### src/include/mem_ops.svh
// Memory operation codes for the mem_op field; the _M and _IM variants differ only in how issue builds the mask
`ifndef MEM_OPS_SVH
`define MEM_OPS_SVH

// Scalar widths, byte offset taken from address bits 1:0
`define MEM_B          4'b0000
`define MEM_BX         4'b0001
`define MEM_S          4'b0010
`define MEM_SX         4'b0011
`define MEM_L          4'b0100

// Whole line, one word per lane
`define MEM_BLOCK      4'b0111
`define MEM_BLOCK_M    4'b1000
`define MEM_BLOCK_IM   4'b1001

// One lane per instruction, lane picked by reg_lane
`define MEM_STRIDED    4'b1010
`define MEM_STRIDED_M  4'b1011
`define MEM_STRIDED_IM 4'b1100
`define MEM_SCGATH     4'b1101
`define MEM_SCGATH_M   4'b1110
`define MEM_SCGATH_IM  4'b1111

// Class tests
`define MEM_IS_SCALAR(op) ((op) <= `MEM_L)
`define MEM_IS_BLOCK(op) \
	((op) == `MEM_BLOCK || (op) == `MEM_BLOCK_M || (op) == `MEM_BLOCK_IM)

`endif

### src/hdl/lsu_pkg.sv
// Shared types; a line holds 16 words and word 15 sits at the lowest byte address of the line
`default_nettype none

package lsu_pkg;

	typedef logic [31:0] word_t;
	typedef word_t [15:0] line_t;
	typedef logic [15:0] lane_mask_t;
	typedef logic [3:0] lane_idx_t;
	typedef logic [4:0] reg_idx_t;
	typedef logic [3:0] mem_op_t;
	// One enable per byte of a line
	typedef logic [63:0] byte_en_t;

	typedef enum logic [1:0]
	{
		KIND_ARITH,
		KIND_LOAD,
		KIND_STORE
	} kind_t;

	typedef struct packed
	{
		logic valid;
		kind_t kind;
		mem_op_t mem_op;
		word_t pc;
		reg_idx_t dest;
		logic is_vector;
		lane_mask_t mask;
		word_t address;
		// Arithmetic result or store data, scalar store data in word 0
		line_t result;
		lane_idx_t reg_lane;
	} issue_t;

	typedef struct packed
	{
		issue_t inst;
		logic collision;
	} ma_out_t;

	typedef struct packed
	{
		logic valid;
		reg_idx_t dest;
		logic is_vector;
		line_t value;
		lane_mask_t mask;
	} wb_out_t;

	// Memory keeps bytes big-endian, registers hold the low address byte in bits 7:0
	function automatic word_t swap_bytes(word_t w);
		return {w[7:0], w[15:8], w[23:16], w[31:24]};
	endfunction

	function automatic line_t swap_line(line_t l);
		line_t s;
		for (int i = 0; i < 16; i++)
			s[i] = swap_bytes(l[i]);
		return s;
	endfunction

endpackage

`default_nettype wire

### src/hdl/mem_arbiter.sv
// Fill port always wins the memory; lost is registered and reports a refused access one cycle later
`timescale 1ns/1ps
`default_nettype none

module mem_arbiter #(
	parameter int LINE_ADDR_BITS = 6
) (
	input wire logic clk,
	input wire logic rst,
	input wire logic ma_req,
	input wire logic ma_write,
	input wire lsu_pkg::byte_en_t ma_byte_en,
	input wire logic [LINE_ADDR_BITS-1:0] ma_line_addr,
	input wire lsu_pkg::line_t ma_wdata,
	input wire logic fill_valid,
	input wire logic [LINE_ADDR_BITS-1:0] fill_line_addr,
	input wire lsu_pkg::line_t fill_data,
	output logic lost,
	output logic mem_req,
	output logic mem_write,
	output lsu_pkg::byte_en_t mem_byte_en,
	output logic [LINE_ADDR_BITS-1:0] mem_line_addr,
	output lsu_pkg::line_t mem_wdata
);

	// Grant within the cycle, fill first
	always_comb
	begin
		if (fill_valid)
		begin
			mem_req = 1'b1;
			mem_write = 1'b1;
			mem_byte_en = '1;
			mem_line_addr = fill_line_addr;
			mem_wdata = fill_data;
		end
		else
		begin
			mem_req = ma_req;
			mem_write = ma_write;
			mem_byte_en = ma_byte_en;
			mem_line_addr = ma_line_addr;
			mem_wdata = ma_wdata;
		end
	end

	// Owner flag of the last cycle the access stage asked for.
	// Set means the fill took it, so the read data does not belong to the access stage
	always_ff @(posedge clk)
	begin
		if (rst)
			lost <= 1'b0;
		else
			lost <= ma_req && fill_valid;
	end

endmodule

`default_nettype wire

### config.mk
export PLATFORM = sky130hd
export DESIGN_NAME = mem_arbiter
export DESIGN_NICKNAME = d
export VERILOG_FILES = /design/src/include/mem_ops.svh /design/src/hdl/lsu_pkg.sv /design/src/hdl/mem_arbiter.sv
export SDC_FILE = /design/constraint.sdc
export NUM_CORES = 1
export LEC_CHECK = 0
export BUFFER_PORTS_ARGS = -buffer_cell sky130_fd_sc_hd__buf_2
export CORE_AREA = 2 2 652 654
export DETAILED_ROUTE_END_ITERATION = 10
export DIE_AREA = 0 0 654 656
export GPL_TIMING_DRIVEN = 0
export PLACE_DENSITY = 0.3
export SYNTH_ARGS = -nofsm -noshare
export SYNTH_HDL_FRONTEND = slang
export SYNTH_SLANG_ARGS = --single-unit
export TNS_END_PERCENT = 50
### constraint.sdc
create_clock -name clk -period 2.26 [get_ports clk]
set_input_delay 0.226 -clock clk [delete_from_list [all_inputs] [get_ports clk]]
set_output_delay 0.226 -clock clk [all_outputs]
set_load 0.02 [all_outputs]
==> results of run 1 <==
-- cells by family after synthesis --
family,after synthesis
multiplexers,518
AND/OR/NAND/NOR,67
buffers and inverters,65
flip-flops,1
-- per-stage QoR --
stage                     instance area [um2]  worst slack, ns  hold WS [ns]
final                                   22900            0.192         0.658
after global routing                    22700           0.0772         0.656
after CTS                               22500           0.0663         0.655
after detailed placement                22500         -0.00545         0.655
after global placement                  22500          -0.0129         0.659
after floorplan                          6940             1.01         0.382
-- critical path, stage by stage --
cell and delay, ns:
buf_8 0.22, buf_6 0.27, buf_6 0.24, mux2_2 0.45, buf_2 0.28
-- Yosys cell counts (all sizes together) --
| cell type | instances |
|---|---|
| and3b | 1 |
| buf | 59 |
| clkbuf | 6 |
| dfxtp | 1 |
| mux2 | 518 |
| or2 | 66 |
-- worst paths after layout --
kind	end	slack [ns]	start
hold / removal	lost	0.66	lost
setup / recovery	mem_wdata[115]	0.19	fill_valid
-- routing by layer --
layer | global-route usage [%] | up-vias | part of all wire [%] | routed length, um
met5 | 0.526 | - | 0.59 | 2470
met1 | 15.5 | 7024 | 28 | 119000
met4 | 3.28 | 288 | 3.1 | 13200
met3 | 16.8 | 1172 | 19 | 81400
met2 | 33.6 | 2232 | 49 | 204000
li1 | - | 6031 | - | -
-- placed cells by master, fill, tap and decap left out --
cell and count:
diode_2 184, buf_4 2, clkbuf_1 5, buf_2 1691, buf_8 1, or2_2 66
dfxtp_1 1, and3b_1 1, mux2_2 518, buf_6 53
-- power groups by stage --
| stage | clock network [uW] | registers (uW) | logic (uW) |
|---|---|---|---|
| 6_report | 0.0114 | 19.0 | 6790 |
| 5_1_grt | 0.00634 | 18.9 | 7210 |
| 4_1_cts | 0 | 18.9 | 7050 |
| 3_5_place_dp | 0 | 18.9 | 7030 |
| 3_3_place_gp | 0 | 19.0 | 7010 |
| 2_1_floorplan | 0 | 19.8 | 2210 |
-- layout make-up --
| type | count | area share (%) |
|---|---|---|
| timing repair buffer | 1688 | 36.8 |
| tap | 5663 | 30.9 |
| multi-input combinational | 585 | 27.3 |
| buffer | 64 | 2.88 |
| antenna | 184 | 2.01 |
| sequential | 1 | 0.0873 |
==> metrics.txt, run 1 <==
largest net degree at the start of global routing 20; area share of the leading cell type in the synthesized netlist 84.1%; hold_buf cts 0; area of the mapped netlist 6940 um2; P&R area growth vs syn 231%; crit start category input pin; Placer Congestion 1.09; Period Utilization, post-route 91.5%; PortBufs 1,688; row count 239; First-pass DRT Iterations 5; Switching Share 70.8%; crit path kind in2out; Die Height 656 um; Via density 2.05; Die Wd 654 um; Storage cell area 20.0 um2; VDD IR max 0.000112 V; Synth Area in Adders 0%; number of max-cap violations 0; die area 429,000 um2; initial antenna violation count 636; vias 16.7k; wire length per cell 51.4 um; fillers 50.5k; PwrDens 297 nW/um2; Synth cell types 8; mux cell area share after synthesis 84.1%; min cycle time layout 2.07 ns; mean post-synth cell area 10.7 um2; Synthesized Nets 1,756; first-pass GRT wire length 450,000 um; Post-Layout Cell Count 8,185; critical path fanouts, max 11; I/O pin cnt 1,690; Placed Instances 8,002; switching pwr 4820 uW; total congestion overflow 0; largest family of logic cells by synthesized area multiplexers; Max Freq 483 MHz; Hold Path Cell Cnt 1; setup violators final 0; dpl hpwl 412,000 um; Max transition margin 59.3%; Area contributors post-synth mux2_2, buf_6, or2_2; Largest regs lost x1; Fin. Hold Viols 0; 1st-iter DRT viols 748; area of the multi-input gates 6250 um2; Crit. End Element output pin; P_int 1990 uW; post-cts sizing count 1; post-synthesis register bit count 1; Remaining DRCs 0; Synth Area in Compound Gates 0%; post-synthesis xor/xnor area fraction 0%; Clk pwr share 0%; Static Leakage 0.00915 uW; Final TNS setup 0 ns; DRT Wirelength 421,000 um; cell count after synthesis 651; Hold Crit Class reg2out; Initial Util 1.64%; Final Power 6810 uW; Nets 3,445; sequential area share after synthesis 0.289%; fin. max-slew vios 0; Largest register FFs 1; sequential share of power 0.3%; Post-CTS Setup Bufs 0; Placeable Area 422,000 um2; clk slew on worst S/H paths 0 ns; vias in the first global route 14.5k; Finished Core Util 5.43%; Yosys Warn Count 0; gr usage total 18.8%; biggest area consumer among synthesized cells mux2_2; Largest Register lost; Simple-Gate Fraction of Synth Area 6.08%; CP Data Arrival Time 1.84 ns; CP required 2.03 ns; Comb power frac 99.7%; Worst Tran Pin Value 0.614 ns; RSZ-0062 raised after global routing false; fraction of layout cells with a size suffix above 1 99.7%; DRT antenna net count 0; status complete, no violations
No activity file was read; power rests on OpenSTA's default activity.
==> inputs of run 2 (changes only) <==
--- a/config.mk
+++ b/config.mk
@@ -6,9 +6,11 @@
 export NUM_CORES = 1
 export LEC_CHECK = 0
 export BUFFER_PORTS_ARGS = -buffer_cell sky130_fd_sc_hd__buf_2
-export CORE_AREA = 2 2 652 654
+export CELL_PAD_IN_SITES_DETAIL_PLACEMENT = 0
+export CELL_PAD_IN_SITES_GLOBAL_PLACEMENT = 1
+export CORE_AREA = 2 2 653 655
 export DETAILED_ROUTE_END_ITERATION = 10
-export DIE_AREA = 0 0 654 656
+export DIE_AREA = 0 0 655 657
 export GPL_TIMING_DRIVEN = 0
 export PLACE_DENSITY = 0.3
 export SYNTH_ARGS = -nofsm -noshare
==> metrics.txt, run 2 (synthesis gave the netlist of run 1 again) <==
crit-path leading delay family buffers and inverters; die area 430,000 um2 (+0.31%); wire length per cell 45.5 um (-11%); vias 16.9k (+1.2%); Period Utilization, post-route 92.8% (+1.2 points); Max Freq 477 MHz (-1.3%); Via density 2.09 (+2.1%); CP Data Arrival Time 1.87 ns (+0.03 ns); RSZ-0062 raised after global routing false; PwrDens 278 nW/um2 (-6.4%); Largest register FFs 1 (unchanged); Placeable Area 423,000 um2 (+0.14%); PortBufs 1,688 (unchanged); critical-path cell list buf_6, buf_2, mux2_2, buf_2; first-pass GRT wire length 400,000 um (-11%); Worst Tran Pin Value 0.619 ns (+0.00514 ns); fin. max-slew vios 0 (unchanged); Fin. Hold Viols 0 (unchanged); min cycle time layout 2.10 ns (+0.0280 ns); largest net degree at the start of global routing 11 (-45%); Placer Congestion 1.08 (-0.98%); 1st-iter DRT viols 924 (+24%); Die Height 657 um (+0.15%); Crit. path cell count 4 (-1); fillers 50.6k (+0.20%); number of max-cap violations 0 (unchanged); CP required 2.03 ns (about the same); total congestion overflow 0 (unchanged); I/O pin cnt 1,690 (unchanged); P&R area growth vs syn 228%; DRT antenna net count 2 (+2); Post-CTS Setup Bufs 0 (unchanged); DRT Wirelength 369,000 um (-12%); dpl hpwl 360,000 um (-13%); critical path fanouts, max 10 (-1); CP bufs+invs 3 (-1); CP dominant cell by count buf_2; status finished, violations left; Largest stage delay, worst path 0.55 ns (+0.10 ns); fraction of layout cells with a size suffix above 1 99.7% (about the same); Crit. End Element output pin; VDD IR max 0.000139 V (+24%); Remaining DRCs 0 (unchanged); Hold Crit Class in2reg; gr usage total 16.4% (-2.4 points); setup violators final 0 (unchanged); Setup crit start fill_valid; initial antenna violation count 629 (-1.1%); Max transition margin 59.0% (-0.34 points); most common cell after layout, fill and taps aside buf_2; clk slew on worst S/H paths 0 ns (unchanged); Final Power 6330 uW (-7.1%); Die Wd 655 um (+0.15%); Initial Util 1.64% (-0.0023 points); most frequent cells in the layout buf_2, mux2_2, or2_2; Slowest cell on crit path buf_2; failing checks antenna rules; WHS 0.550 ns (-0.108 ns); Largest regs lost x1; crit path kind in2out; Setup crit end mem_wdata[27]; hold_buf cts 0 (unchanged); row count 239 (unchanged); crit start category input pin; vias in the first global route 15.0k (+3.9%); Post-Layout Cell Count 8,116 (-0.84%); Placed Instances 8,002 (unchanged); First-pass DRT Iterations 5 (unchanged); Static Leakage 0.00915 uW (about the same); Nets 3,446 (+0.029%); Largest Register lost
-- run 2: area by class of cell --
class | instances | area, um2 | share of cell area [%]
diodes | 114 | 285 | 1.25
plain buffers | 65 | 664 | 2.92
multi-input cells | 585 | 6250 | 27.5
flip-flops and latches | 1 | 20.0 | 0.0880
well taps | 5663 | 7090 | 31.1
repair buffers | 1688 | 8450 | 37.1
-- run 2: where the power goes --
| part | switching, uW | internal [uW] | total (uW) |
|---|---|---|---|
| clock | 0 | 0.00732 | 0.00732 |
| combinational | 4330 | 1980 | 6310 |
| sequential | 0.198 | 18.7 | 18.9 |
-- run 2: timing repair --
action,4_1_cts,5_1_grt
gates resized for setup,1,0
endpoints found under the hold margin,0,0
endpoints found under the setup margin,1,0
-- run 2: how the worst min path moves through the flow --
stage	start	end	slack, ns	cells past startpoint
2_1_floorplan	ma_req	lost	0.38	1
3_3_place_gp	ma_req	lost	0.55	2
3_5_place_dp	ma_req	lost	0.53	2
4_1_cts	ma_req	lost	0.54	2
5_1_grt	ma_req	lost	0.58	2
6_report	ma_req	lost	0.55	2
-- run 2: metrics by stage --
| stage | setup TNS, ns | area, um2 | util (%) | worst slack, ns |
|---|---|---|---|---|
| after floorplan | 0 | 6940 | - | 1.01 |
| after global placement | -0.0140 | 22500 | 5.31 | -0.0140 |
| final | 0 | 22800 | 5.38 | 0.164 |
| after detailed placement | -0.0308 | 22500 | 5.31 | -0.0308 |
| after CTS | 0 | 22500 | 5.31 | 0.0325 |
| after global routing | 0 | 22600 | 5.35 | 0.0188 |
-- run 2: metal layers --
metal / global-route usage, % / part of all wire, % / vias to the layer above
met5: 0.0112 / 0.54 / -
met4: 2.94 / 3.2 / 300
met3: 14.7 / 20 / 1108
met2: 27.6 / 46 / 2317
met1: 14.8 / 30 / 7282
li1: - / - / 5942
==> inputs of run 3 (changes only) <==
--- a/config.mk
+++ b/config.mk
@@ -6,11 +6,11 @@
 export NUM_CORES = 1
 export LEC_CHECK = 0
 export BUFFER_PORTS_ARGS = -buffer_cell sky130_fd_sc_hd__buf_2
-export CELL_PAD_IN_SITES_DETAIL_PLACEMENT = 0
-export CELL_PAD_IN_SITES_GLOBAL_PLACEMENT = 1
-export CORE_AREA = 2 2 653 655
+export CELL_PAD_IN_SITES_DETAIL_PLACEMENT = 1
+export CELL_PAD_IN_SITES_GLOBAL_PLACEMENT = 2
+export CORE_AREA = 2 2 662 664
 export DETAILED_ROUTE_END_ITERATION = 10
-export DIE_AREA = 0 0 655 657
+export DIE_AREA = 0 0 664 666
 export GPL_TIMING_DRIVEN = 0
 export PLACE_DENSITY = 0.3
 export SYNTH_ARGS = -nofsm -noshare
==> metrics.txt, run 3 (synthesis gave the netlist of run 1 again) <==
most frequent cells in the layout buf_2, mux2_2, or2_2; vias 15.1k (-11%); Nets 3,446 (unchanged); number of max-cap violations 0 (unchanged); grt met2 use 25.2% (-2.4 points); fraction of layout cells with a size suffix above 1 99.7% (about the same); CP Data Arrival Time 1.85 ns (-0.02 ns); Placeable Area 436,000 um2 (+3.1%); first-pass GRT wire length 371,000 um (-7.1%); PwrDens 298 nW/um2 (+7.1%); Placer Congestion 0.889 (-17%); sequential share of power 0.3% (about the same); Comb power frac 99.7% (about the same); First-pass DRT Iterations 5 (unchanged); Max Freq 482 MHz (+1.1%); crit path kind in2out; gr usage total 14.6% (-1.8 points); Max transition margin 58.7% (-0.25 points); Final TNS setup 0 ns (unchanged); VDD IR max 0.0000897 V (-36%); CP required 2.03 ns (about the same); Static Leakage 0.00916 uW (+0.14%); Worst Tran Pin Value 0.623 ns (+0.00379 ns); die area 442,000 um2 (+2.8%); Post-CTS Setup Bufs 0 (unchanged); GR Layer Usage met1 14.3% (-0.43 points); most common cell after layout, fill and taps aside buf_2; P_int 2020 uW (+1.0%); wire length per cell 41.4 um (-9.0%); Via density 1.85 (-11%); Largest register FFs 1 (unchanged); DRT antenna net count 0 (-2); row count 243 (+1.7%); Die Height 666 um (+1.4%); PortBufs 1,688 (unchanged); setup ws final 0.187 ns (+0.0234 ns); vias in the first global route 15.0k (-0.33%); critical path fanouts, max 10 (unchanged); met3 GRT Util 10.8% (-3.9 points); Largest regs lost x1; hold_buf cts 0 (unchanged); Hold Crit Class in2reg; crit start category input pin; clk slew on worst S/H paths 0 ns (unchanged); total congestion overflow 0 (unchanged); largest net degree at the start of global routing 11 (unchanged); DRT Wirelength 337,000 um (-8.8%); area of the multi-input gates 6250 um2 (unchanged); RSZ-0062 raised after global routing false; Period Utilization, post-route 91.7% (-1.0 points); min cycle time layout 2.07 ns (-0.0234 ns); busiest grt layer met2; Clk pwr share 0% (unchanged); fin. max-slew vios 0 (unchanged); DP Worst Slack -0.274 ns (-0.243 ns); Die Wd 664 um (+1.4%); initial antenna violation count 381 (-39%); Remaining DRCs 0 (unchanged); dpl hpwl 329,000 um (-8.5%); switching pwr 4750 uW (+9.6%); fillers 52.5k (+3.7%); Initial Util 1.59% (-0.049 points); 1st-iter DRT viols 709 (-23%); Fin. Hold Viols 0 (unchanged); I/O pin cnt 1,690 (unchanged); P&R area growth vs syn 228%; status complete, no violations; Storage cell area 20.0 um2 (unchanged); Largest Register lost; Crit. End Element output pin; Switching Share 70.2% (+1.7 points); setup violators final 0 (unchanged)
[run 3: changes by cell type in the layout (fill, tap and decap cells not counted), sizes merged]
cell | before | now
diode | 114 | 42
[run 3: worst paths after layout]
check,from,to,cells after the start
worst max-delay path,fill_valid,mem_wdata[144],5
worst min-delay path,ma_req,lost,2
[run 3: metrics by stage]
step / util, % / cell area, um2 / total power, uW / std cells / hold WS [ns]
global placement: 5.18 / 22600 / 7020 / 8096 / 0.634
finish: 5.21 / 22700 / 6760 / 8138 / 0.617
detailed placement: 5.18 / 22600 / 7000 / 8096 / 0.624
CTS: 5.19 / 22600 / 7030 / 8096 / 0.624
floorplan: - / 6940 / 2230 / 651 / 0.382
global route: 5.19 / 22600 / 7150 / 8109 / 0.643
[run 3: critical path, cell delays in order]
cell	delay, ns
buf_6	0.25
buf_6	0.33
buf_6	0.29
mux2_2	0.38
buf_4	0.22
[run 3: area by class of cell]
| cell class | instances | share of cell area [%] |
|---|---|---|
| repair buffers | 1688 | 37.3 |
| multi-input cells | 585 | 27.5 |
| flip-flops and latches | 1 | 0.0881 |
| diodes | 42 | 0.463 |
| plain buffers | 65 | 2.96 |
| well taps | 5757 | 31.7 |
[run 3: metal layers]
layer | share of wire (%) | vias up
li1 | - | 5852
met5 | 0.20 | -
met4 | 2.3 | 106
met3 | 17 | 614
met1 | 33 | 6809
met2 | 47 | 1673
[run 3: timing repair]
action | CTS | global route
endpoints found under the setup margin | 38 | 0
gates resized for setup | 11 | 0
endpoints found under the hold margin | 0 | 0
[run 3: power groups by stage]
stage / clock (uW) / sequential, uW / combinational [uW]
after floorplan: 0 / 19.8 / 2210
after global routing: 0.000781 / 18.9 / 7130
after detailed placement: 0 / 18.9 / 6980
after CTS: 0 / 18.9 / 7020
final: 0.00260 / 18.8 / 6740
after global placement: 0 / 18.9 / 7000
