`src/include/mem_ops.svh`:
```
// Memory operation codes for the mem_op field; the _M and _IM variants differ only in how issue builds the mask
`ifndef MEM_OPS_SVH
`define MEM_OPS_SVH

// Scalar widths, byte offset taken from address bits 1:0
`define MEM_B          4'b0000
`define MEM_BX         4'b0001
`define MEM_S          4'b0010
`define MEM_SX         4'b0011
`define MEM_L          4'b0100

// Whole line, one word per lane
`define MEM_BLOCK      4'b0111
`define MEM_BLOCK_M    4'b1000
`define MEM_BLOCK_IM   4'b1001

// One lane per instruction, lane picked by reg_lane
`define MEM_STRIDED    4'b1010
`define MEM_STRIDED_M  4'b1011
`define MEM_STRIDED_IM 4'b1100
`define MEM_SCGATH     4'b1101
`define MEM_SCGATH_M   4'b1110
`define MEM_SCGATH_IM  4'b1111

// Class tests
`define MEM_IS_SCALAR(op) ((op) <= `MEM_L)
`define MEM_IS_BLOCK(op) \
	((op) == `MEM_BLOCK || (op) == `MEM_BLOCK_M || (op) == `MEM_BLOCK_IM)

`endif

```
`src/hdl/lsu_pkg.sv`:
```
// Shared types; a line holds 16 words and word 15 sits at the lowest byte address of the line
`default_nettype none

package lsu_pkg;

	typedef logic [31:0] word_t;
	typedef word_t [15:0] line_t;
	typedef logic [15:0] lane_mask_t;
	typedef logic [3:0] lane_idx_t;
	typedef logic [4:0] reg_idx_t;
	typedef logic [3:0] mem_op_t;
	// One enable per byte of a line
	typedef logic [63:0] byte_en_t;

	typedef enum logic [1:0]
	{
		KIND_ARITH,
		KIND_LOAD,
		KIND_STORE
	} kind_t;

	typedef struct packed
	{
		logic valid;
		kind_t kind;
		mem_op_t mem_op;
		word_t pc;
		reg_idx_t dest;
		logic is_vector;
		lane_mask_t mask;
		word_t address;
		// Arithmetic result or store data, scalar store data in word 0
		line_t result;
		lane_idx_t reg_lane;
	} issue_t;

	typedef struct packed
	{
		issue_t inst;
		logic collision;
	} ma_out_t;

	typedef struct packed
	{
		logic valid;
		reg_idx_t dest;
		logic is_vector;
		line_t value;
		lane_mask_t mask;
	} wb_out_t;

	// Memory keeps bytes big-endian, registers hold the low address byte in bits 7:0
	function automatic word_t swap_bytes(word_t w);
		return {w[7:0], w[15:8], w[23:16], w[31:24]};
	endfunction

	function automatic line_t swap_line(line_t l);
		line_t s;
		for (int i = 0; i < 16; i++)
			s[i] = swap_bytes(l[i]);
		return s;
	endfunction

endpackage

`default_nettype wire

```
`src/hdl/mem_access_stage.sv`:
```
// Access stage; scalar stores write one word only, any non-block store op is treated as a scalar word store
`timescale 1ns/1ps
`default_nettype none

`include "mem_ops.svh"

module mem_access_stage #(
	parameter int LINE_ADDR_BITS = 6
) (
	input wire logic clk,
	input wire logic rst,
	input wire lsu_pkg::issue_t issue,
	input wire logic lost,
	output logic ma_req,
	output logic ma_write,
	output lsu_pkg::byte_en_t ma_byte_en,
	output logic [LINE_ADDR_BITS-1:0] ma_line_addr,
	output lsu_pkg::line_t ma_wdata,
	output lsu_pkg::ma_out_t ma
);
	import lsu_pkg::*;

	issue_t inst;
	issue_t inst_next;
	lane_idx_t store_lane;
	logic is_block;

	// Cycle 1 holds the issued instruction
	always_ff @(posedge clk)
	begin
		if (rst)
			inst.valid <= 1'b0;
		else
			inst <= issue;
	end

	assign is_block = `MEM_IS_BLOCK(inst.mem_op);

	// Lowest address word lives in the top lane of the line
	assign store_lane = 4'd15 - inst.address[5:2];

	assign ma_req = inst.valid && (inst.kind == KIND_LOAD || inst.kind == KIND_STORE);
	assign ma_write = inst.kind == KIND_STORE;
	assign ma_line_addr = inst.address[LINE_ADDR_BITS + 5:6];

	// Store data and byte enables
	always_comb
	begin
		ma_byte_en = '0;
		if (is_block)
		begin
			ma_wdata = swap_line(inst.result);
			for (int i = 0; i < 16; i++)
				ma_byte_en[4 * i +: 4] = {4{inst.mask[i]}};
		end
		else
		begin
			ma_wdata = {16{swap_bytes(inst.result[0])}};
			ma_byte_en[4 * store_lane +: 4] = 4'hf;
		end
	end

	// Cycle 2 copy, collision comes from the arbiter's lost flag in that cycle
	always_ff @(posedge clk)
	begin
		if (rst)
			inst_next.valid <= 1'b0;
		else
			inst_next <= inst;
	end

	assign ma.inst = inst_next;
	assign ma.collision = lost;

endmodule

`default_nettype wire

```
`config.mk`:
```
export PLATFORM = sky130hd
export DESIGN_NAME = mem_access_stage
export DESIGN_NICKNAME = d
export VERILOG_FILES = /design/src/hdl/lsu_pkg.sv /design/src/hdl/mem_access_stage.sv
export VERILOG_INCLUDE_DIRS = /design/src /design/src/include
export SDC_FILE = /design/constraint.sdc
export NUM_CORES = 1
export LEC_CHECK = 0
export BUFFER_PORTS_ARGS = -buffer_cell sky130_fd_sc_hd__clkbuf_2
export CORE_AREA = 2 2 703 705
export DETAILED_ROUTE_END_ITERATION = 8
export DIE_AREA = 0 0 705 707
export GPL_TIMING_DRIVEN = 0
export PLACE_DENSITY_LB_ADDON = 0.12
export SLEW_MARGIN = 5
export SYNTH_ARGS = -nofsm -noshare
export SYNTH_HDL_FRONTEND = slang
export SYNTH_SLANG_ARGS = --single-unit
```
`constraint.sdc`:
```
create_clock -name clk -period 30.6 [get_ports clk]
set_clock_uncertainty 0.05 [all_clocks]
set_input_delay 1.53 -clock clk [delete_from_list [all_inputs] [get_ports clk]]
set_output_delay 1.53 -clock clk [all_outputs]
set_load 0.01 [all_outputs]
```
==> flow_metrics.env, run 1 <==
export IMPL_synth_seq_area_share=0.864
export IMPL_area_delta_synth_final_pct=54.7
export IMPL_reg_to_reg_start="inst[190]"
export IMPL_clock_tree_buffer_depth=4
export IMPL_worstSetupEndpoint="ma_wdata[250]"
export IMPL_worstSetupStartpointType="flop"
export IMPL_post_route_drc_count=0
export IMPL_die_w_um=705
export IMPL_cts_repair_timing_setup_buffer_count=0
export IMPL_timing_critical_path_arrival_ns=4.93
export IMPL_postSynthAreaPerCell_um2=21.3
export IMPL_avgRoutedWirePerCell_um=32.3
export IMPL_layout_min_cycle_time_ns=6.51
export IMPL_detail_route_iter0_violations=2333
export IMPL_max_slew_margin_rel=-0.0951
export IMPL_synthesis_yosys_warnings=0
export IMPL_cts_root_buffer_cell="clkbuf_16"
export IMPL_drt_vias_per_instance=2.72
export IMPL_cts_buffers=173
export IMPL_syn_nets=2601
export IMPL_cts_htree_levels=4
export IMPL_final_fill_count=55300
export IMPL_final_layout_size_suffix_gt1_frac=0.552
export IMPL_clock_sinks=1218
export IMPL_chipHeight_um=707
export IMPL_end_kind="output pin"
export IMPL_ys_flop_type="edfxtp_1"
export IMPL_synth_distinct_cells=26
export IMPL_violations_in_the_final_reports="max-capacitance violations, max-slew violations"
export IMPL_nets=4596
export IMPL_route_antenna_remaining_nets=0
export IMPL_synth_cells=1984
export IMPL_pwr_density_cell_mw_per_mm2=74.0
export IMPL_timing_worst_slew_pin_value_ns=1.64
export IMPL_critical_path_max_fanout=13
export IMPL_antenna_violations_before_repair=132
export IMPL_finalSetupViolations=0
export IMPL_final_setup_tns_ns=0
export IMPL_fin_util=0.133
export IMPL_grt_pass1_wl_um=411000
export IMPL_overflow=0
export IMPL_cts_resizes=0
export IMPL_multi_input_comb_area_mm2=0.00458
export IMPL_r2r_end="ma[191]"
export IMPL_gpl_final_weighted_congestion=0.889
export IMPL_postRouteWirelength_um=344000
export IMPL_period_share=0.213
export IMPL_io_pins=1806
export IMPL_drv_slew=7
export IMPL_post_synth_instance_area_mm2=0.0423
export IMPL_critical_path_class="flop to output pin"
export IMPL_timing_reg2reg_setup_slack_ns=29.42
export IMPL_post_synthesis_sequential_element_count=1218
export IMPL_drt_pre_antenna_iters=5
export IMPL_pin_count_of_the_biggest_net_entering_global_routing=116
export IMPL_place_port_buffers=1804
export IMPL_worst_hold_path_type="flop to flop"
export IMPL_vias=28900
export IMPL_fp_coreArea_mm2=0.492
export IMPL_worst_setup_hold_path_clk_slew_ns=0.06
export IMPL_vdd_drop_max_mv=0.0361
export IMPL_final_worst_setup_slack_ns=24.09
export IMPL_critical_path_required_ns=29.02
export IMPL_track_usage=0.132
export IMPL_tritoncts="yes"
export IMPL_sequential_cell_area_mm2=0.0366
export IMPL_cp_startpoint="inst[603]"
export IMPL_hold_violations=0
export IMPL_status="complete, but fails checks"
export IMPL_power_leakage_nw=27.1
export IMPL_worst_r2r_cell_count=0
export IMPL_preCtsSetupSlack_ns=24.46
export IMPL_insertion_delay_ns=0.86
export IMPL_cap_viol_max_count=1
export IMPL_row_count=258
export IMPL_grt_pass1_vias=29500
export IMPL_synth_async_sr_flop_share=0
export IMPL_rsz0062_at_grt="false"
export IMPL_cts_hold_buf=0
export IMPL_die_area_mm2=0.498
export IMPL_fmax_mhz=154
export IMPL_dp_hpwl_um=290000
export IMPL_initial_utilization=0.0861
export IMPL_synth_edff_count=1216
==> where the power goes <==
part           switching [W]  internal [W]  total (W)
combinational       0.000508      0.000205   0.000713
sequential          0.000113       0.00199    0.00210
clock               0.000873       0.00116    0.00204
==> worst max-delay path: stages, from the launching register on <==
cell and delay (ns):
edfxtp_1 0.46, nor3b_2 0.52, or2_1 0.17, buf_2 0.74, buf_2 0.95, buf_2 0.38
a21o_1 0.45, clkbuf_2 0.28
==> per-stage QoR <==
| step | hold slack [ns] | cell area, µm² | instances | total power (W) |
|---|---|---|---|---|
| floorplan | 0.350 | 42300 | 1984 | 0.00237 |
| global placement | 0.351 | 59500 | 10300 | 0.00302 |
| detailed placement | 0.355 | 59900 | 10300 | 0.00289 |
| CTS | 0.334 | 65400 | 10600 | 0.00499 |
| global route | 0.346 | 65400 | 10600 | 0.00505 |
| finish | 0.355 | 65500 | 10600 | 0.00485 |
==> synth_stat cells (all sizes together), types with 2 or more instances <==
| master | instances | share of area |
|---|---|---|
| nor2 | 2 | 0.00018 |
| o21ai | 18 | 0.0021 |
| nor3b | 33 | 0.012 |
| o31ai | 14 | 0.0025 |
| nand2 | 5 | 0.00044 |
| dfxtp | 2 | 0.00095 |
| nor2b | 7 | 0.0010 |
| buf | 177 | 0.027 |
| nand3 | 4 | 0.00047 |
| clkbuf | 7 | 0.00062 |
| o41ai | 2 | 0.00077 |
| inv | 4 | 0.00035 |
| edfxtp | 1216 | 0.86 |
| ha | 5 | 0.0015 |
| a21o | 480 | 0.085 |
==> cell usage in the layout, fill, tap and decap left out, types with 2 or more instances in the layout <==
master / n
clkbuf_2: 1807
o21ai_0: 18
clkinv_16: 2
buf_16: 13
dfxtp_1: 2
nor2b_1: 7
nor2_1: 2
diode_2: 26
nand3_1: 4
o41ai_2: 2
buf_4: 103
o31ai_1: 14
inv_16: 3
bufinv_16: 12
clkbuf_16: 176
ha_1: 5
clkinv_1: 37
clkinv_2: 20
edfxtp_1: 1216
clkinvlp_4: 8
inv_6: 10
nor3b_2: 13
buf_8: 3
nor3b_4: 20
clkbuf_1: 42
inv_1: 3
buf_2: 71
buf_6: 3
a21o_1: 480
clkinv_4: 6
nand2_1: 5
==> sequential cells by signal, summed over array words and instances, names as in the netlist <==
signal        cells
ma              609
inst            603
ma_line_addr      6
==> metal layers <==
layer	part of all wire	GRT usage
met5	0.00098	0
met4	0.021	0.0254
met3	0.10	0.0572
met2	0.49	0.230
met1	0.38	0.151
==> worst min path at each step <==
stage	to	slack [ns]	cells after the start	startpoint
4_1_cts	ma[279]	0.33	0	inst[278]
3_5_place_dp	ma[545]	0.35	0	inst[544]
2_1_floorplan	ma[1]	0.35	0	inst[0]
6_report	ma[599]	0.35	0	inst[598]
5_1_grt	ma[279]	0.35	0	inst[278]
3_3_place_gp	ma[572]	0.35	0	inst[571]
==> cells by family (layout without fill, tap and decap cells) <==
group           Yosys count  after routing  synth area share
compound gates          515            515            0.0907
fa+ha+maj                 5              5           0.00148
other cells               0             26                 0
simple gates             57             57            0.0151
flops                  1218           1218             0.864
buf+inv                 188           2320            0.0285
xor+xnor                  1              1          0.000207
==> final cells by class <==
cell class | instances | share of cell area
plain buffers | 184 | 0.0182
flip-flops and latches | 1218 | 0.559
clock buffers | 214 | 0.0695
inverters | 4 | 0.000344
diodes | 26 | 0.000994
repair buffers | 1820 | 0.144
clock inverters | 98 | 0.0141
multi-input cells | 578 | 0.0700
well taps | 6500 | 0.124
Note: power is estimated with default switching activity, not from simulation.
==> inputs of run 2 (changes only) <==
--- a/config.mk
+++ b/config.mk
@@ -7,9 +7,9 @@
 export NUM_CORES = 1
 export LEC_CHECK = 0
 export BUFFER_PORTS_ARGS = -buffer_cell sky130_fd_sc_hd__clkbuf_2
-export CORE_AREA = 2 2 703 705
+export CORE_AREA = 2 2 700 702
 export DETAILED_ROUTE_END_ITERATION = 8
-export DIE_AREA = 0 0 705 707
+export DIE_AREA = 0 0 702 704
 export GPL_TIMING_DRIVEN = 0
 export PLACE_DENSITY_LB_ADDON = 0.12
 export SLEW_MARGIN = 5
==> constraint.sdc (replaced) <==
create_clock -name clk -period 5.8 [get_ports clk]
set_clock_uncertainty 0.05 [all_clocks]
set_input_delay 0.29 -clock clk [delete_from_list [all_inputs] [get_ports clk]]
set_output_delay 0.29 -clock clk [all_outputs]
set_load 0.01 [all_outputs]
==> flow_metrics.env, run 2 (same netlist as run 1, synthesis figures left out) <==
export IMPL_place_port_buffers=1804
export IMPL_timing_critical_path_arrival_ns=4.89
export IMPL_critical_path_class="flop to output pin"
export IMPL_finalSetupViolations=0
export IMPL_cts_repair_timing_setup_buffer_count=0
export IMPL_critical_path_top_cell_by_count="buf_2"
export IMPL_layout_min_cycle_time_ns=5.23
export IMPL_nets=5419
export IMPL_die_area_mm2=0.494
export IMPL_insertion_delay_ns=0.89
export IMPL_chipHeight_um=704
export IMPL_hold_slack_ns=0.101
export IMPL_clock_sinks=1218
export IMPL_layout_cells_most_common_list="clkbuf_2 (1807), edfxtp_1 (1216), dlygate4sd3_1 (796)"
export IMPL_grt_pass1_wl_um=428000
export IMPL_area_delta_synth_final_pct=74.3
export IMPL_instances_no_fill=11500
export IMPL_clock_tree_buffer_depth=4
export IMPL_die_w_um=702
export IMPL_cp_startpoint="inst[605]"
export IMPL_tritoncts="yes"
export IMPL_cap_viol_max_count=0
export IMPL_drt_pre_antenna_iters=5
export IMPL_antenna_violations_before_repair=126
export IMPL_pin_count_of_the_biggest_net_entering_global_routing=41
export IMPL_worst_hold_path_type="primary input to flop"
export IMPL_reg_to_reg_start="inst[237]"
export IMPL_layout_cell_area_non_filler_mm2=0.0738
export IMPL_row_count=257
export IMPL_detail_route_iter0_violations=2393
export IMPL_cp_top_family="buffers and inverters"
export IMPL_drv_slew=0
export IMPL_timing_worst_slew_pin_value_ns=1.34
export IMPL_overflow=0
export IMPL_vias=32000
export IMPL_worst_hold_startpoint="issue[153]"
export IMPL_critPathSlowestCell="buf_2"
export IMPL_track_usage=0.137
export IMPL_period_share=0.902
export IMPL_largest_register_ffs=609
export IMPL_cts_htree_levels=4
export IMPL_hold_violations=0
export IMPL_status="complete, no violations"
export IMPL_cts_buffers=174
export IMPL_worstPathBufferInverterCount=4
export IMPL_vdd_drop_max_mv=0.251
export IMPL_pwr_density_cell_mw_per_mm2=351
export IMPL_placed_cells=10300
export IMPL_slowest_delay_ns=0.76
export IMPL_critical_path_max_fanout=12
export IMPL_final_worst_setup_slack_ns=0.569
export IMPL_placed_area_mm2=0.0603
export IMPL_rsz0062_at_grt="false"
export IMPL_final_setup_tns_ns=0
export IMPL_worst_setup_hold_path_clk_slew_ns=0.06
export IMPL_grt_pass1_vias=33400
export IMPL_initial_utilization=0.0868
export IMPL_drt_vias_per_instance=2.80
export IMPL_dp_hpwl_um=298000
export IMPL_worstSetupStartpointType="flop"
export IMPL_cts_root_buffer_cell="clkbuf_16"
export IMPL_postRouteWirelength_um=352000
export IMPL_avgRoutedWirePerCell_um=30.8
export IMPL_fp_coreArea_mm2=0.487
export IMPL_end_kind="output pin"
export IMPL_post_route_drc_count=0
export IMPL_cp_cell_sequence="and4b_4 > or2_1 > buf_2 > buf_2 > buf_2 > a21o_1 > clkbuf_2"
export IMPL_final_common_cell="clkbuf_2"
export IMPL_critical_path_required_ns=5.46
export IMPL_route_antenna_remaining_nets=0
export IMPL_max_slew_margin_rel=0.100
export IMPL_final_layout_size_suffix_gt1_frac=0.465
export IMPL_gpl_final_weighted_congestion=0.854
export IMPL_fmax_mhz=191
export IMPL_final_fill_count=54600
export IMPL_preCtsSetupSlack_ns=0.878
export IMPL_power_leakage_nw=30.6
export IMPL_io_pins=1806
==> run 2: report_power, final <==
group / leakage, nW / internal, W / switching [W]
Sequential: 11.9 / 0.0105 / 0.000584
Combinational: 16.1 / 0.00146 / 0.00289
Clock: 2.59 / 0.00599 / 0.00452
==> run 2: routing by layer <==
layer	GRT usage	vias to the layer above	share of wire
met1	0.162	16600	0.40
met3	0.0405	330	0.077
met4	0.0358	32	0.028
met5	0	-	0.00056
met2	0.241	1598	0.50
li1	-	13500	-
==> run 2: cell type report <==
class	count	area [µm²]	area share
Inverter	4	18.8	0.000254
Buffer	184	1200	0.0163
Clock inverter	80	711	0.00964
Antenna cell	44	110	0.00149
Tap cell	6475	8100	0.110
Multi-Input combinational cell	578	4580	0.0622
Clock buffer	225	4630	0.0628
Sequential cell	1218	36600	0.496
Timing Repair Buffer	2642	17800	0.242
==> run 2: path summary, 6_finish.rpt <==
check        slack, ns  depth (start not counted)            end
min               0.10                          2      inst[153]
min reg2reg       0.35                          0        ma[602]
max               0.57                          7  ma_wdata[432]
max reg2reg       4.62                          0        ma[238]
==> run 2: what timing repair did <==
action,CTS,global route
endpoints found under the setup margin,13,0
hold buffers,796,0
resized for setup,3,0
hold endpoints to repair,610,0
==> run 2: stage by stage <==
stage          utilization  power, W
2_1_floorplan            -    0.0124
3_3_place_gp         0.122    0.0158
3_5_place_dp         0.124    0.0153
4_1_cts              0.151    0.0267
5_1_grt              0.151    0.0270
6_report             0.151    0.0259
==> inputs of run 3 (changes only) <==
--- a/config.mk
+++ b/config.mk
@@ -7,9 +7,10 @@
 export NUM_CORES = 1
 export LEC_CHECK = 0
 export BUFFER_PORTS_ARGS = -buffer_cell sky130_fd_sc_hd__clkbuf_2
-export CORE_AREA = 2 2 700 702
+export CAP_MARGIN = 40
+export CORE_AREA = 2 2 703 705
 export DETAILED_ROUTE_END_ITERATION = 8
-export DIE_AREA = 0 0 702 704
+export DIE_AREA = 0 0 705 707
 export GPL_TIMING_DRIVEN = 0
 export PLACE_DENSITY_LB_ADDON = 0.12
 export SLEW_MARGIN = 5
==> constraint.sdc (replaced) <==
create_clock -name clk -period 5.2 [get_ports clk]
set_clock_uncertainty 0.05 [all_clocks]
set_input_delay 1.04 -clock clk [delete_from_list [all_inputs] [get_ports clk]]
set_output_delay 1.04 -clock clk [all_outputs]
set_load 0.01 [all_outputs]
==> flow_metrics.env, run 3 (same netlist as run 1, synthesis figures left out) <==
export IMPL_cap_viol_max_count=0
export IMPL_final_common_cell="clkbuf_2"
export IMPL_placed_area_mm2=0.0606
export IMPL_fmax_mhz=199
export IMPL_cts_root_buffer_cell="clkbuf_16"
export IMPL_area_delta_synth_final_pct=56.7
export IMPL_final_layout_size_suffix_gt1_frac=0.561
export IMPL_cp_startpoint="inst[603]"
export IMPL_worstHoldEndpoint="inst[452]"
export IMPL_hold_depth=1
export IMPL_layout_cell_area_non_filler_mm2=0.0663
export IMPL_worst_setup_hold_path_clk_slew_ns=0.06
export IMPL_clock_sinks=1218
export IMPL_track_usage=0.131
export IMPL_route_antenna_remaining_nets=0
export IMPL_pwr_density_cell_mw_per_mm2=427
export IMPL_largest_register_ffs=609
export IMPL_grt_pass1_wl_um=409000
export IMPL_layout_cells_most_common_list="clkbuf_2 (1803), edfxtp_1 (1216), a21o_1 (470)"
export IMPL_power_total_w=0.0283
export IMPL_hold_violations=0
export IMPL_max_slew_margin_rel=0.386
export IMPL_critical_path_class="flop to output pin"
export IMPL_post_route_drc_count=0
export IMPL_vdd_drop_max_mv=0.245
export IMPL_die_w_um=705
export IMPL_detail_route_iter0_violations=2417
export IMPL_place_port_buffers=1804
export IMPL_reg_to_reg_start="inst[193]"
export IMPL_worstSetupStartpointType="flop"
export IMPL_nets=4655
export IMPL_postRouteWirelength_um=342000
export IMPL_critical_path_top_cell_by_count="buf_6"
export IMPL_drv_slew=0
export IMPL_avgRoutedWirePerCell_um=31.9
export IMPL_io_pins=1806
export IMPL_row_count=258
export IMPL_dp_hpwl_um=292000
export IMPL_clock_tree_buffer_depth=4
export IMPL_worst_hold_startpoint="issue[452]"
export IMPL_period_share=0.968
export IMPL_worst_hold_path_type="primary input to flop"
export IMPL_slowest_delay_ns=0.55
export IMPL_critPathSlowestCell="a21o_1"
export IMPL_r2r_end="ma[194]"
export IMPL_pin_count_of_the_biggest_net_entering_global_routing=41
export IMPL_worst_r2r_cell_count=0
export IMPL_fin_util=0.135
export IMPL_cts_buffers=171
export IMPL_vias=29100
export IMPL_final_fill_count=55200
export IMPL_layout_min_cycle_time_ns=5.04
export IMPL_overflow=0
export IMPL_timing_critical_path_arrival_ns=3.95
export IMPL_gpl_final_weighted_congestion=0.892
export IMPL_status="complete, no violations"
export IMPL_chipHeight_um=707
export IMPL_fp_coreArea_mm2=0.492
export IMPL_end_kind="output pin"
export IMPL_finalSetupViolations=0
export IMPL_grt_pass1_vias=29700
export IMPL_critical_path_max_fanout=10
export IMPL_timing_worst_slew_pin_value_ns=0.913
export IMPL_tritoncts="yes"
export IMPL_drt_pre_antenna_iters=5
export IMPL_die_area_mm2=0.498
export IMPL_drt_vias_per_instance=2.71
export IMPL_timing_reg2reg_setup_slack_ns=3.92
export IMPL_cp_cell_sequence="and4b_4 > buf_6 > buf_6 > nor3b_4 > buf_4 > a21o_1 > clkbuf_2"
export IMPL_power_leakage_nw=27.5
export IMPL_initial_utilization=0.0861
export IMPL_critical_path_required_ns=4.11
export IMPL_insertion_delay_ns=0.89
export IMPL_cts_htree_levels=4
export IMPL_antenna_violations_before_repair=133
==> run 3: how the worst max path moves through the flow <==
stage | endpoint | slack, ns
global route | ma_wdata[348] | -0.002
global placement | inst[285] | -27.65
detailed placement | ma_wdata[132] | 0.03
finish | ma_wdata[250] | 0.16
CTS | ma_wdata[249] | 0.007
floorplan | inst[0] | -14.40
==> run 3: layer usage <==
| metal | vias up | share of wire | GRT usage |
|---|---|---|---|
| li1 | 12000 | - | - |
| met1 | 15100 | 0.39 | 0.153 |
| met2 | 1554 | 0.49 | 0.227 |
| met3 | 342 | 0.098 | 0.0545 |
| met4 | 44 | 0.018 | 0.0227 |
| met5 | - | 0.00072 | 0 |
==> run 3: area by class of cell <==
cell class | instances | area [µm²] | share of cell area
timing repair buffer | 1881 | 10300 | 0.155
clock inverter | 96 | 906 | 0.0137
multi-input combinational | 578 | 4590 | 0.0692
clock buffer | 209 | 4420 | 0.0667
inverter | 4 | 18.8 | 0.000283
tap | 6500 | 8130 | 0.123
buffer | 184 | 1310 | 0.0198
sequential | 1218 | 36600 | 0.551
antenna | 45 | 113 | 0.00170
==> run 3: critical path: cells and delay by family, from the launching register on <==
family,cells,cell delay (ns)
buffers and inverters,4,1.09
AND/OR/NAND/NOR,2,0.83
AO/OA/AOI/OAI,1,0.55
flip-flops,1,0.47
==> run 3: what timing repair did <==
item                                    4_1_cts  5_1_grt
resized for setup                            54        0
endpoints found under the setup margin      410        0
setup buffers                                 9        0
hold buffers                                  0        0
==> run 3: power by group <==
| group | leakage [nW] | internal (W) | switching, W |
|---|---|---|---|
| clock network | 2.57 | 0.00663 | 0.00504 |
| logic | 13.0 | 0.00131 | 0.00305 |
| registers | 11.9 | 0.0117 | 0.000636 |
| total | 27.5 | 0.0196 | 0.00872 |
==> run 3: per-stage QoR <==
stage | cells | setup slack (ns) | hold slack [ns] | setup TNS, ns
2_1_floorplan | 1984 | -14.40 | 0.350 | -
3_3_place_gp | 10300 | -27.65 | 0.350 | -
3_5_place_dp | 10400 | 0.0271 | 0.355 | 0
4_1_cts | 10700 | 0.00674 | 0.126 | 0
5_1_grt | 10700 | -0.00231 | 0.167 | -0.00231
6_report | 10700 | 0.164 | 0.262 | 0
